### config.mk
export PLATFORM = sky130hd
export DESIGN_NAME = risk_gateway_top
export DESIGN_NICKNAME = d
export VERILOG_FILES = /design/src/source/risk_gateway_pkg.sv /design/src/source/gateway_ctrl_if.sv /design/src/source/upstream_processor.sv /design/src/source/risk_checker.sv /design/src/source/mem_write_timer.sv /design/src/source/order_store.sv /design/src/source/risk_gateway_top.sv
export VERILOG_INCLUDE_DIRS = /design/src /design/src/source
export SDC_FILE = /design/constraint.sdc
export NUM_CORES = 1
export LEC_CHECK = 0
export BUFFER_PORTS_ARGS = -buffer_cell sky130_fd_sc_hd__buf_2
export CAP_MARGIN = 10
export CORE_AREA = 5 5 216 218
export DETAILED_ROUTE_END_ITERATION = 8
export DIE_AREA = 0 0 221 223
export PLACE_DENSITY = 0.77
export RECOVER_POWER = 50
export SYNTH_ARGS = -nofsm -noshare
export SYNTH_HDL_FRONTEND = slang
export SYNTH_SLANG_ARGS = --single-unit
### constraint.sdc
create_clock -name clk -period 8.26 [get_ports clk]
set_input_delay 1.239 -clock clk [delete_from_list [all_inputs] [get_ports clk]]
set_output_delay 1.239 -clock clk [all_outputs]
set_load 0.02 [all_outputs]
### src/source/risk_gateway_macros.svh
//////////////////////////////
// widths and depths shared by the risk gateway RTL
// include wherever a field width or memory size is needed
//////////////////////////////
`ifndef RISK_GATEWAY_MACROS_SVH
`define RISK_GATEWAY_MACROS_SVH

`define RG_QTY_W 16 // order quantity bits
`define RG_PRICE_W 16 // order price bits

// one trade word carries either an order or a limit pair
`define RG_WORD_W (`RG_QTY_W + `RG_PRICE_W)

`define RG_DEPTH 16 // order memory entries
`define RG_WRITE_CYCLES 3 // slow write path latency, also used for limit loads

`endif

### src/source/risk_gateway_pkg.sv
//////////////////////////////
// types for the risk gateway: order, limit pair,
// the shared trade word and the FSM state encoding
//////////////////////////////
`default_nettype none
`include "risk_gateway_macros.svh"

package risk_gateway_pkg;

  typedef struct packed {
    logic [`RG_QTY_W-1:0]   qty;
    logic [`RG_PRICE_W-1:0] price;
  } order_t;

  typedef struct packed {
    logic [`RG_QTY_W-1:0]   max_qty;
    logic [`RG_PRICE_W-1:0] max_price;
  } limit_t;

  // the data input is an order under new_order and a limit under new_max
  typedef union packed {
    order_t order;
    limit_t limit;
  } trade_word_u;

  // one-hot FSM states
  typedef enum logic [4:0] {
    IDLE              = 5'b00001,
    RISKCHECK         = 5'b00010,
    SENDORDER         = 5'b00100,
    NEWMAX            = 5'b01000,
    RISKCHK_SENDORDER = 5'b10000 // sending one order, the next one waiting
  } fsm_state_e;

endpackage

`default_nettype wire

### src/source/gateway_ctrl_if.sv
//////////////////////////////
// control strobes between the gateway FSM, the
// risk checker, the write timer and the order store
//////////////////////////////
`timescale 1ns/100ps
`default_nettype none

interface gateway_ctrl_if;
  logic check_risk; // FSM wants a verdict on pending_order
  logic send_order; // order write in progress
  logic update_max; // limit write in progress
  logic risk_ok;    // 1 = pass
  logic memwr;      // one-cycle end of the slow write

  modport fsm (output check_risk, send_order, update_max, input risk_ok, memwr);
  modport risk (input check_risk, update_max, memwr, output risk_ok);
  modport timer (input send_order, update_max, output memwr);

  // update_max only watched here by an assertion
  modport store (input send_order, update_max, memwr);
endinterface

`default_nettype wire

### src/source/upstream_processor.sv
//////////////////////////////
// one-hot order-flow FSM with max-over-order arbiter
// and a single pending-order slot
//////////////////////////////
`timescale 1ns/100ps
`default_nettype none
`include "risk_gateway_macros.svh"

module upstream_processor
  import risk_gateway_pkg::*;
(
  input  logic           clk,
  input  logic           HRESETn,
  input  logic           new_order,
  input  logic           new_max,
  input  trade_word_u    trade_word,
  gateway_ctrl_if.fsm    ctrl,
  output order_t         pending_order, // order under check or being written
  output limit_t         pending_limit,
  output logic           busy
);

  fsm_state_e state;
  logic       order_pend; // slot holds an order not yet started
  logic       max_pend;   // a limit waits for the write path
  order_t     slot_order;
  logic       accept_order;
  logic       leave;      // current job is done this cycle
  logic       load_slot;
  logic       take_max;
  fsm_state_e leave_to;

  // a same-cycle limit or a full slot drops the order
  assign accept_order = new_order && !new_max && !order_pend;

  // leave from idle, after a failed check or at the end of a slow write
  assign leave = (state == IDLE) || ((state == RISKCHECK) && !ctrl.risk_ok) || ctrl.memwr;
  assign take_max  = leave && max_pend;               // limits go first
  assign load_slot = leave && order_pend && !max_pend;
  assign leave_to  = max_pend ? NEWMAX : (order_pend ? RISKCHECK : IDLE);

  always_ff @(posedge clk) begin
    if (!HRESETn) begin
      state      <= IDLE;
      order_pend <= 1'b0;
      max_pend   <= 1'b0;
    end else begin
      if (leave) begin
        state <= leave_to; // shortcuts skip the pass through idle
      end else if (state == RISKCHECK) begin
        // check passed so the order moves on to the write path
        state <= order_pend ? RISKCHK_SENDORDER : SENDORDER;
      end else if ((state == SENDORDER) && order_pend) begin
        state <= RISKCHK_SENDORDER; // next order arrived mid-write
      end

      if (load_slot) order_pend <= 1'b0;
      if (accept_order) order_pend <= 1'b1;
      if (take_max) max_pend <= 1'b0;
      if (new_max) max_pend <= 1'b1; // a fresh limit always wins
    end
  end

  // order and limit payload follows the strobes
  always_ff @(posedge clk) begin
    if (new_max) pending_limit <= trade_word.limit; // later limit overwrites
    if (accept_order) slot_order <= trade_word.order;
    if (load_slot) pending_order <= slot_order;
  end

  assign ctrl.check_risk = (state == RISKCHECK) || (state == RISKCHK_SENDORDER);
  assign ctrl.send_order = (state == SENDORDER) || (state == RISKCHK_SENDORDER);
  assign ctrl.update_max = (state == NEWMAX);

  assign busy = (state != IDLE) || order_pend || max_pend;

  a_state_onehot: assert property (@(posedge clk) disable iff (!HRESETn) $onehot(state));

  // timer and store rely on only one write request at a time
  a_one_write: assert property (@(posedge clk) disable iff (!HRESETn)
    !(ctrl.send_order && ctrl.update_max));

endmodule

`default_nettype wire

### src/source/risk_checker.sv
//////////////////////////////
// limit register and the pass/fail compare
// of the pending order, risk_ok = 1 is a pass
//////////////////////////////
`timescale 1ns/100ps
`default_nettype none
`include "risk_gateway_macros.svh"

module risk_checker
  import risk_gateway_pkg::*;
(
  input  logic        clk,
  input  logic        HRESETn,
  gateway_ctrl_if.risk ctrl,
  input  order_t      pending_order,
  input  limit_t      pending_limit
);

  limit_t limit_q; // active limit pair
  logic   qty_ok;
  logic   price_ok;

  // all ones out of reset, every order passes until a limit is written
  always_ff @(posedge clk) begin
    if (!HRESETn) begin
      limit_q <= '1;
    end else if (ctrl.memwr && ctrl.update_max) begin
      limit_q <= pending_limit; // end of the slow limit write
    end
  end

  // inclusive bounds
  assign qty_ok   = (pending_order.qty <= limit_q.max_qty);
  assign price_ok = (pending_order.price <= limit_q.max_price);

  // verdict only meaningful while the FSM asks for it
  assign ctrl.risk_ok = ctrl.check_risk && qty_ok && price_ok;

endmodule

`default_nettype wire

### src/source/mem_write_timer.sv
//////////////////////////////
// models the slow write path, counts cycles in a
// write state and pulses memwr at the end
//////////////////////////////
`timescale 1ns/100ps
`default_nettype none
`include "risk_gateway_macros.svh"

module mem_write_timer (
  input  logic          clk,
  input  logic          HRESETn,
  gateway_ctrl_if.timer ctrl
);

  localparam int CNT_W = $clog2(`RG_WRITE_CYCLES + 1);

  logic [CNT_W-1:0] cnt;
  logic             req;

  assign req = ctrl.send_order || ctrl.update_max;

  // pulse in the last cycle of the write
  assign ctrl.memwr = req && (cnt == CNT_W'(`RG_WRITE_CYCLES - 1));

  always_ff @(posedge clk) begin
    if (!HRESETn) begin
      cnt <= '0;
    end else if (!req || ctrl.memwr) begin
      cnt <= '0; // back-to-back writes restart here
    end else begin
      cnt <= cnt + 1'b1;
    end
  end

  // each write ends once, even when the next one follows directly
  a_memwr_single: assert property (@(posedge clk) disable iff (!HRESETn)
    ctrl.memwr |=> !ctrl.memwr);

endmodule

`default_nettype wire

### src/source/order_store.sv
//////////////////////////////
// order memory, written at the end of each send,
// with a saturating count and a read port
//////////////////////////////
`timescale 1ns/100ps
`default_nettype none
`include "risk_gateway_macros.svh"

module order_store
  import risk_gateway_pkg::*;
(
  input  logic                              clk,
  input  logic                              HRESETn,
  gateway_ctrl_if.store                     ctrl,
  input  order_t                            pending_order,
  input  logic [$clog2(`RG_DEPTH)-1:0]      rd_addr,
  output order_t                            rd_data,
  output logic [$clog2(`RG_DEPTH+1)-1:0]    order_count,
  output logic                              sent_valid,
  output order_t                            sent_order
);

  localparam int ADDR_W = $clog2(`RG_DEPTH);

  order_t            mem [`RG_DEPTH];
  logic [ADDR_W-1:0] wr_ptr;
  logic              wr;

  assign wr = ctrl.memwr && ctrl.send_order;

  always_ff @(posedge clk) begin
    if (!HRESETn) begin
      wr_ptr      <= '0;
      order_count <= '0;
      sent_valid  <= 1'b0;
    end else begin
      sent_valid <= wr; // one pulse per stored order
      if (wr) begin
        wr_ptr <= (wr_ptr == ADDR_W'(`RG_DEPTH - 1)) ? '0 : wr_ptr + 1'b1; // oldest overwritten
        if (order_count != ($bits(order_count))'(`RG_DEPTH)) order_count <= order_count + 1'b1;
      end
    end
  end

  always_ff @(posedge clk) begin
    if (wr) begin
      mem[wr_ptr] <= pending_order;
      sent_order  <= pending_order;
    end
  end

  assign rd_data = mem[rd_addr];

  // limit loads share memwr, the FSM must keep the two writes apart
  a_no_write_on_max: assert property (@(posedge clk) disable iff (!HRESETn)
    !(wr && ctrl.update_max));

endmodule

`default_nettype wire

### src/source/risk_gateway_top.sv
//////////////////////////////
// pre-trade risk gateway, plain ports outside,
// FSM, risk check, write timer and order memory inside
//////////////////////////////
`timescale 1ns/100ps
`default_nettype none
`include "risk_gateway_macros.svh"

module risk_gateway_top
  import risk_gateway_pkg::*;
(
  input  logic                           clk,
  input  logic                           HRESETn,
  input  logic                           new_order,
  input  logic                           new_max,
  input  logic [`RG_WORD_W-1:0]          trade_word, // order or limit, by strobe
  input  logic [$clog2(`RG_DEPTH)-1:0]   rd_addr,
  output logic                           busy,
  output logic                           sent_valid,
  output logic [`RG_WORD_W-1:0]          sent_order,
  output logic [$clog2(`RG_DEPTH+1)-1:0] order_count,
  output logic [`RG_WORD_W-1:0]          rd_data
);

  gateway_ctrl_if ctrl_if ();

  trade_word_u word;
  order_t      pending_order;
  limit_t      pending_limit;
  order_t      sent_word;
  order_t      rd_word;

  assign word       = trade_word;
  assign sent_order = sent_word;
  assign rd_data    = rd_word;

  upstream_processor u_fsm (
    .clk(clk), .HRESETn(HRESETn), .new_order(new_order), .new_max(new_max),
    .trade_word(word), .ctrl(ctrl_if.fsm), .pending_order(pending_order),
    .pending_limit(pending_limit), .busy(busy)
  );

  risk_checker u_risk (
    .clk(clk), .HRESETn(HRESETn), .ctrl(ctrl_if.risk),
    .pending_order(pending_order), .pending_limit(pending_limit)
  );

  mem_write_timer u_timer (.clk(clk), .HRESETn(HRESETn), .ctrl(ctrl_if.timer));

  order_store u_store (
    .clk(clk), .HRESETn(HRESETn), .ctrl(ctrl_if.store), .pending_order(pending_order),
    .rd_addr(rd_addr), .rd_data(rd_word), .order_count(order_count),
    .sent_valid(sent_valid), .sent_order(sent_word)
  );

endmodule

`default_nettype wire

# --- After elaboration in Yosys (flattened, before gate mapping) ---
# Memory sizes are Yosys's and may differ from the RTL's.
# Cells that the tools add are included.
word_totals:
  mem_count: 1
  mem_bits_rw: 512
  latch_bits: 0
  mem_bits_ro: 0
  register_bits: 179
  in_bits: 40
classes:
  n_lt_le_gt_ge: 2
  n_mux: 13
  eq_ne: 9
  shift: 0
  n_addsub: 3
  reduce_logical: 30
  mul: 0
  div_mod_pow: 0
  bitwise_logic: 1
mem_list:
  columns: ["memory", "depth", "word_bits", "read_ports", "rd_ports_with_merged_regs", "write_ports", "line_no", "rtl"]
  rows:
  - ["u_store.mem", 16, 32, 1, 0, 1, "order_store.sv:25", "order_t mem [`RG_DEPTH];"]
ops:
  columns: ["operator", "count"]
  rows:
  - ["$le 16x16->1", 2]
  - ["$mux 5", 5]
  - ["$logic_and 1x1->1", 12]
  - ["$logic_or 1x1->1", 8]
  - ["$mux 1", 6]
  - ["$add 5x1->5 const B", 1]
  - ["$eq 5x1->1 const B", 1]
  - ["$eq 5x2->1 const B", 1]
  - ["$eq 5x3->1 const B", 1]
  - ["$eq 5x4->1 const B", 1]
  - ["$eq 5x5->1 const B", 1]
  - ["$logic_not 1->1", 5]
  - ["$ne 5x1->1 const B", 1]
  - ["$ne 5x5->1 const B", 1]
  - ["$add 4x1->4 const B", 1]
  - ["$eq 4x4->1 const B", 1]
  - ["$mux 4", 1]
  - ["$reduce_bool 2->1", 2]
  - ["$reduce_bool 3->1", 1]
  - ["$add 2x1->2 const B", 1]
  - ["$eq 2x2->1 const B", 1]
  - ["$mux 2", 1]
  - ["$reduce_and 2->1", 1]
  - ["$reduce_or 2->1", 1]
  - ["$not 1->1", 1]

# --- Depth between registers and ports, before layout ---
depth:
  word_depth: 12
  mapped_depth: 8

# --- Cells and area by module ---
# Synthesis repeated with hierarchy kept, for this count alone.
unflattened:
  cells_unflattened: 1278
  area_unflattened_um2: 25972.4
by_module_without_submodules:
  columns: ["mod", "area_per_inst_um2", "n_inst", "cells_each"]
  rows:
  - ["order_store", 20644.8, 1, 899]
  - ["upstream_processor", 3364.5, 1, 150]
  - ["risk_checker", 1866.8, 1, 221]
  - ["mem_write_timer", 96.3, 1, 8]

# --- Worst setup path before layout ---
# Ideal clock, no wire load.
synth_timing:
  path_type: "register -> register"
  from: "reg u_timer.cnt[0]"
  to: "mem u_store.mem[0][0] in the netlist's numbering (enable)"
  period_less_slack_ps: 4248
  slack_ps: 4012
  arrival_time_ps: 3787
  path_stages_with_launch: 8
  required_time_ps: 7799
  setup_ps: 461
  n_path_buf: 1
  cell_sequence: "dfxtp_1 -> inv_1 -> ha_1 -> or4b_4 -> nor2_2 -> buf_6 -> nand2_1 -> nor3_1"
synth_via:
  elab_chain_cells: 5
synth_lines:
  columns: ["item", "line_no", "rtl"]
  rows:
  - ["from (decl)", "mem_write_timer.sv:17", "logic [CNT_W-1:0] cnt;"]
  - ["from (signal assigned)", "mem_write_timer.sv:31", "cnt <= cnt + 1'b1;"]
  - ["$eq 2x2->1", "mem_write_timer.sv:23", "assign ctrl.memwr = req && (cnt == CNT_W'(`RG_WRITE_CYCLES - 1));"]
  - ["$logic_and 1x1->1", "mem_write_timer.sv:23", null]
  - ["$logic_and 1x1->1", "order_store.sv:29", "assign wr = ctrl.memwr && ctrl.send_order;"]
  - ["named net u_store.wr", "order_store.sv:27", "logic wr;"]
  - ["$mux 1", "order_store.sv:46", "if (wr) begin"]
  - ["$mux 1 (implied by the code)", "order_store.sv:47", "mem[wr_ptr] <= pending_order;"]
  - ["to (decl)", "order_store.sv:25", null]
# The timed path passes the listed nets, and every way through them passes these cells.

# --- Final worst setup path ---
layout_timing:
  from: "in rd_addr[1]"
  to: "out rd_data[31]"
layout_via:
  elab_chain_cells: 1
layout_lines:
  columns: ["item", "line_no", "rtl"]
  rows:
  - ["from (decl)", "risk_gateway_top.sv:17", "input logic [$clog2(`RG_DEPTH)-1:0] rd_addr,"]
  - ["$mem_v2 16x32", null, null]
  - ["to (decl)", "risk_gateway_top.sv:22", "output logic [`RG_WORD_W-1:0] rd_data"]
# No other way between the ends.

==> results.json <==
{
  "status": "complete, but fails checks",
  "violations": "max-capacitance violations, max-slew violations",
  "overflow": 0,
  "syn_area_per_cell_um2": 21.9,
  "wl_met2_um": 28800,
  "track_usage_pct": 22.9,
  "grt_setup_unrepaired": "false",
  "io_buffers": 110,
  "first_pass_iters": 6,
  "routedWlPerCell_um": 28.1,
  "final_cell_count_no_fill": 2002,
  "die_area_um2": 49300,
  "fin_nets": 1431,
  "synth_nets": 1284,
  "num_io_pins": 111,
  "peakVddDrop_uv": 173,
  "die-height_um": 223,
  "ff2ff_path_depth": 7,
  "synth_top_area_share_pct": 72.8,
  "post_cts_resized": 0,
  "place_inst": 1883,
  "cts.htree.levels": 3,
  "power_density_nw_per_um2": 243,
  "leakagePower_nw": 10.0,
  "synth_cell_types": 50,
  "worstHoldPathType": "reg2reg",
  "num_vias": 12385,
  "antenna_found_initial": 0,
  "setup_slack_ns": 3.05,
  "ys_ff_latch": 691,
  "place_area_um2": 27500,
  "synth_top_flop_cell": "edfxtp_1",
  "worst_pin_slew_ns": 2.07,
  "crit_arrival_ns": 3.98,
  "fmax_mhz": 192,
  "antennaDiodeCount": 0,
  "finalCritPeriodShare_pct": 63.1,
  "slew_headroom_pct": -38.2,
  "clock-root-buffer": "clkbuf_16",
  "cts_hold_buf": 0,
  "setup-violations-final": 0,
  "grt_start_max_net_pins": 74,
  "fp.coreArea_um2": 44700,
  "cts.sinks": 691,
  "synth_cells": 1205,
  "drtIter0Drc": 1387,
  "cts_tree": "yes",
  "ys_warn_count": 0,
  "netlist_area_um2": 26400,
  "cp_data_required_time_ns": 7.02,
  "hpwl_um": 29300,
  "skew_ns": 0.0198,
  "drive_above_1_share_pct": 25.0,
  "fin_crit_ns": 5.21,
  "grt_pass1_wl_um": 83800,
  "gp_congestion": 0.813,
  "setup_tns_ns": 0,
  "ys_seq_area_share_pct": 76.7,
  "wirelength_um": 56200,
  "holdPathStages": 0,
  "synth_area_leaders": "edfxtp_1, mux4_2, dfxtp_1",
  "final_cell_area_um2": 29700,
  "cts_buffer_depth": 3,
  "cts_buffers": 67,
  "clkTransAtPathRegs_ns": 0.06,
  "die_w_um": 221,
  "highest_layer": "met4",
  "hold_ws_ns": 0.415,
  "drv_cap": 3,
  "ant_nets": 0,
  "dp_slack_ns": 3.07,
  "slew_viol_final": 109,
  "synth-edff-count": 640,
  "wl_met1_um": 21600,
  "path_max_fanout": 73,
  "hold_viol": 0,
  "num_rows": 78,
  "start_kind": "input port",
  "synthArstFlopShare_pct": 0,
  "wl_met3_um": 4380,
  "worstSetupPathType": "in2out",
  "start_util_pct": 59.1,
  "clkLatencyLatePin_ns": 0.59,
  "grt_pass1_vias": 13216,
  "viasPerCell": 6.19,
  "drcViolationCount": 0,
  "cts_post_setup_buffers_inserted": 0,
  "end_kind": "primary output",
  "syn2layout_area_growth_pct": 12.3,
  "yosys.area.top_type": "edfxtp_1"
}
## synthesized netlist by cell type (6+ instances only)
cell type	instances
nand3_1	7
xor2_1	6
mux4_2	122
clkbuf_8	13
nand2_1	54
nor2_1	30
nor3_1	8
buf_2	6
clkbuf_1	17
nand4_1	7
dfxtp_1	51
o211ai_1	31
inv_1	42
edfxtp_1	640
a21oi_1	21
buf_8	6
ha_1	39
buf_6	12
mux4_1	38
## registers in the layout, indices dropped and copies added, names as in the netlist
register / flops
u_fsm.pending_limit: 32
u_fsm.slot_order: 32
u_risk.limit_q: 32
u_store.order_count: 5
u_store.sent_order: 32
u_timer.cnt: 2
u_store.sent_valid: 1
u_store.mem: 512
u_fsm.order_pend: 1
u_fsm.state: 5
u_store.wr_ptr: 4
u_fsm.max_pend: 1
u_fsm.pending_order: 32
## worst paths after layout
kind,start,endpoint,slack [ns]
setup / recovery,rd_addr[1],rd_data[31],3.05
hold / removal,u_fsm.slot_order[8],u_fsm.pending_order[8],0.41
setup reg to reg,u_timer.cnt[0],u_store.mem[10][15],4.27
hold reg to reg,u_fsm.slot_order[8],u_fsm.pending_order[8],0.41
## metrics by stage
stage	power, mW	util [%]
global route	7.42	66.3
detailed placement	4.24	61.6
floorplan	4.16	-
finish	7.20	66.3
global placement	4.23	61.6
CTS	7.24	66.5
## logic make-up after synthesis
logic type	Yosys count	share of synthesized area, %
mux	163	14.3
buf+inv	97	2.51
simple gates	126	2.18
compound gates	81	2.21
xor+xnor	8	0.265
flops	691	76.7
fa+ha+maj	39	1.85
## critical path, stage by stage
cell and delay, ns:
buf_4 0.76, buf_4 0.75, mux4_1 0.45, mux4_2 0.54, buf_2 0.19
## cell type report
class                           count  area (um^2)
Timing Repair Buffer              133          712
Sequential cell                   691        20200
Clock inverter                     29          259
Fill cell                        2871        15000
Multi-Input combinational cell    417         5620
Inverter                           42          158
Clock buffer                       90         1920
Tap cell                          600          751
## cells in the final DEF, fill, tap and decap left out, types with 4 or more instances in the layout
cell type	synthesis	layout
inv_1	42	42
nor2_1	30	19
nand4_1	7	7
o21ai_0	5	5
nor3_1	8	4
nor4_1	5	5
clkinv_2	0	11
nand2b_1	4	4
xor2_1	6	6
bufinv_16	0	5
mux4_2	122	122
buf_2	6	88
clkinv_1	0	12
o211ai_1	31	31
a21oi_1	21	20
mux4_1	38	38
clkbuf_16	0	73
nand3_1	7	7
nand2_1	54	54
nor2_4	0	12
a21o_1	5	5
buf_4	1	21
clkbuf_1	17	36
ha_1	39	39
dfxtp_1	51	51
edfxtp_1	640	640
## routing by layer
metal | global-route usage, % | vias to the layer above
li1 | - | 5288
met1 | 30.5 | 6429
met2 | 38.8 | 576
met3 | 4.68 | 92
met4 | 7.38 | 0
met5 | 0 | -
## power by group
group / total [mW] / switching, mW / leakage [nW] / internal [mW]
logic: 0.254 / 0.142 / 2.74 / 0.111
registers: 3.92 / 0.0578 / 6.20 / 3.86
clock network: 3.03 / 1.24 / 1.07 / 1.79
(Power assumes the default switching activity.)
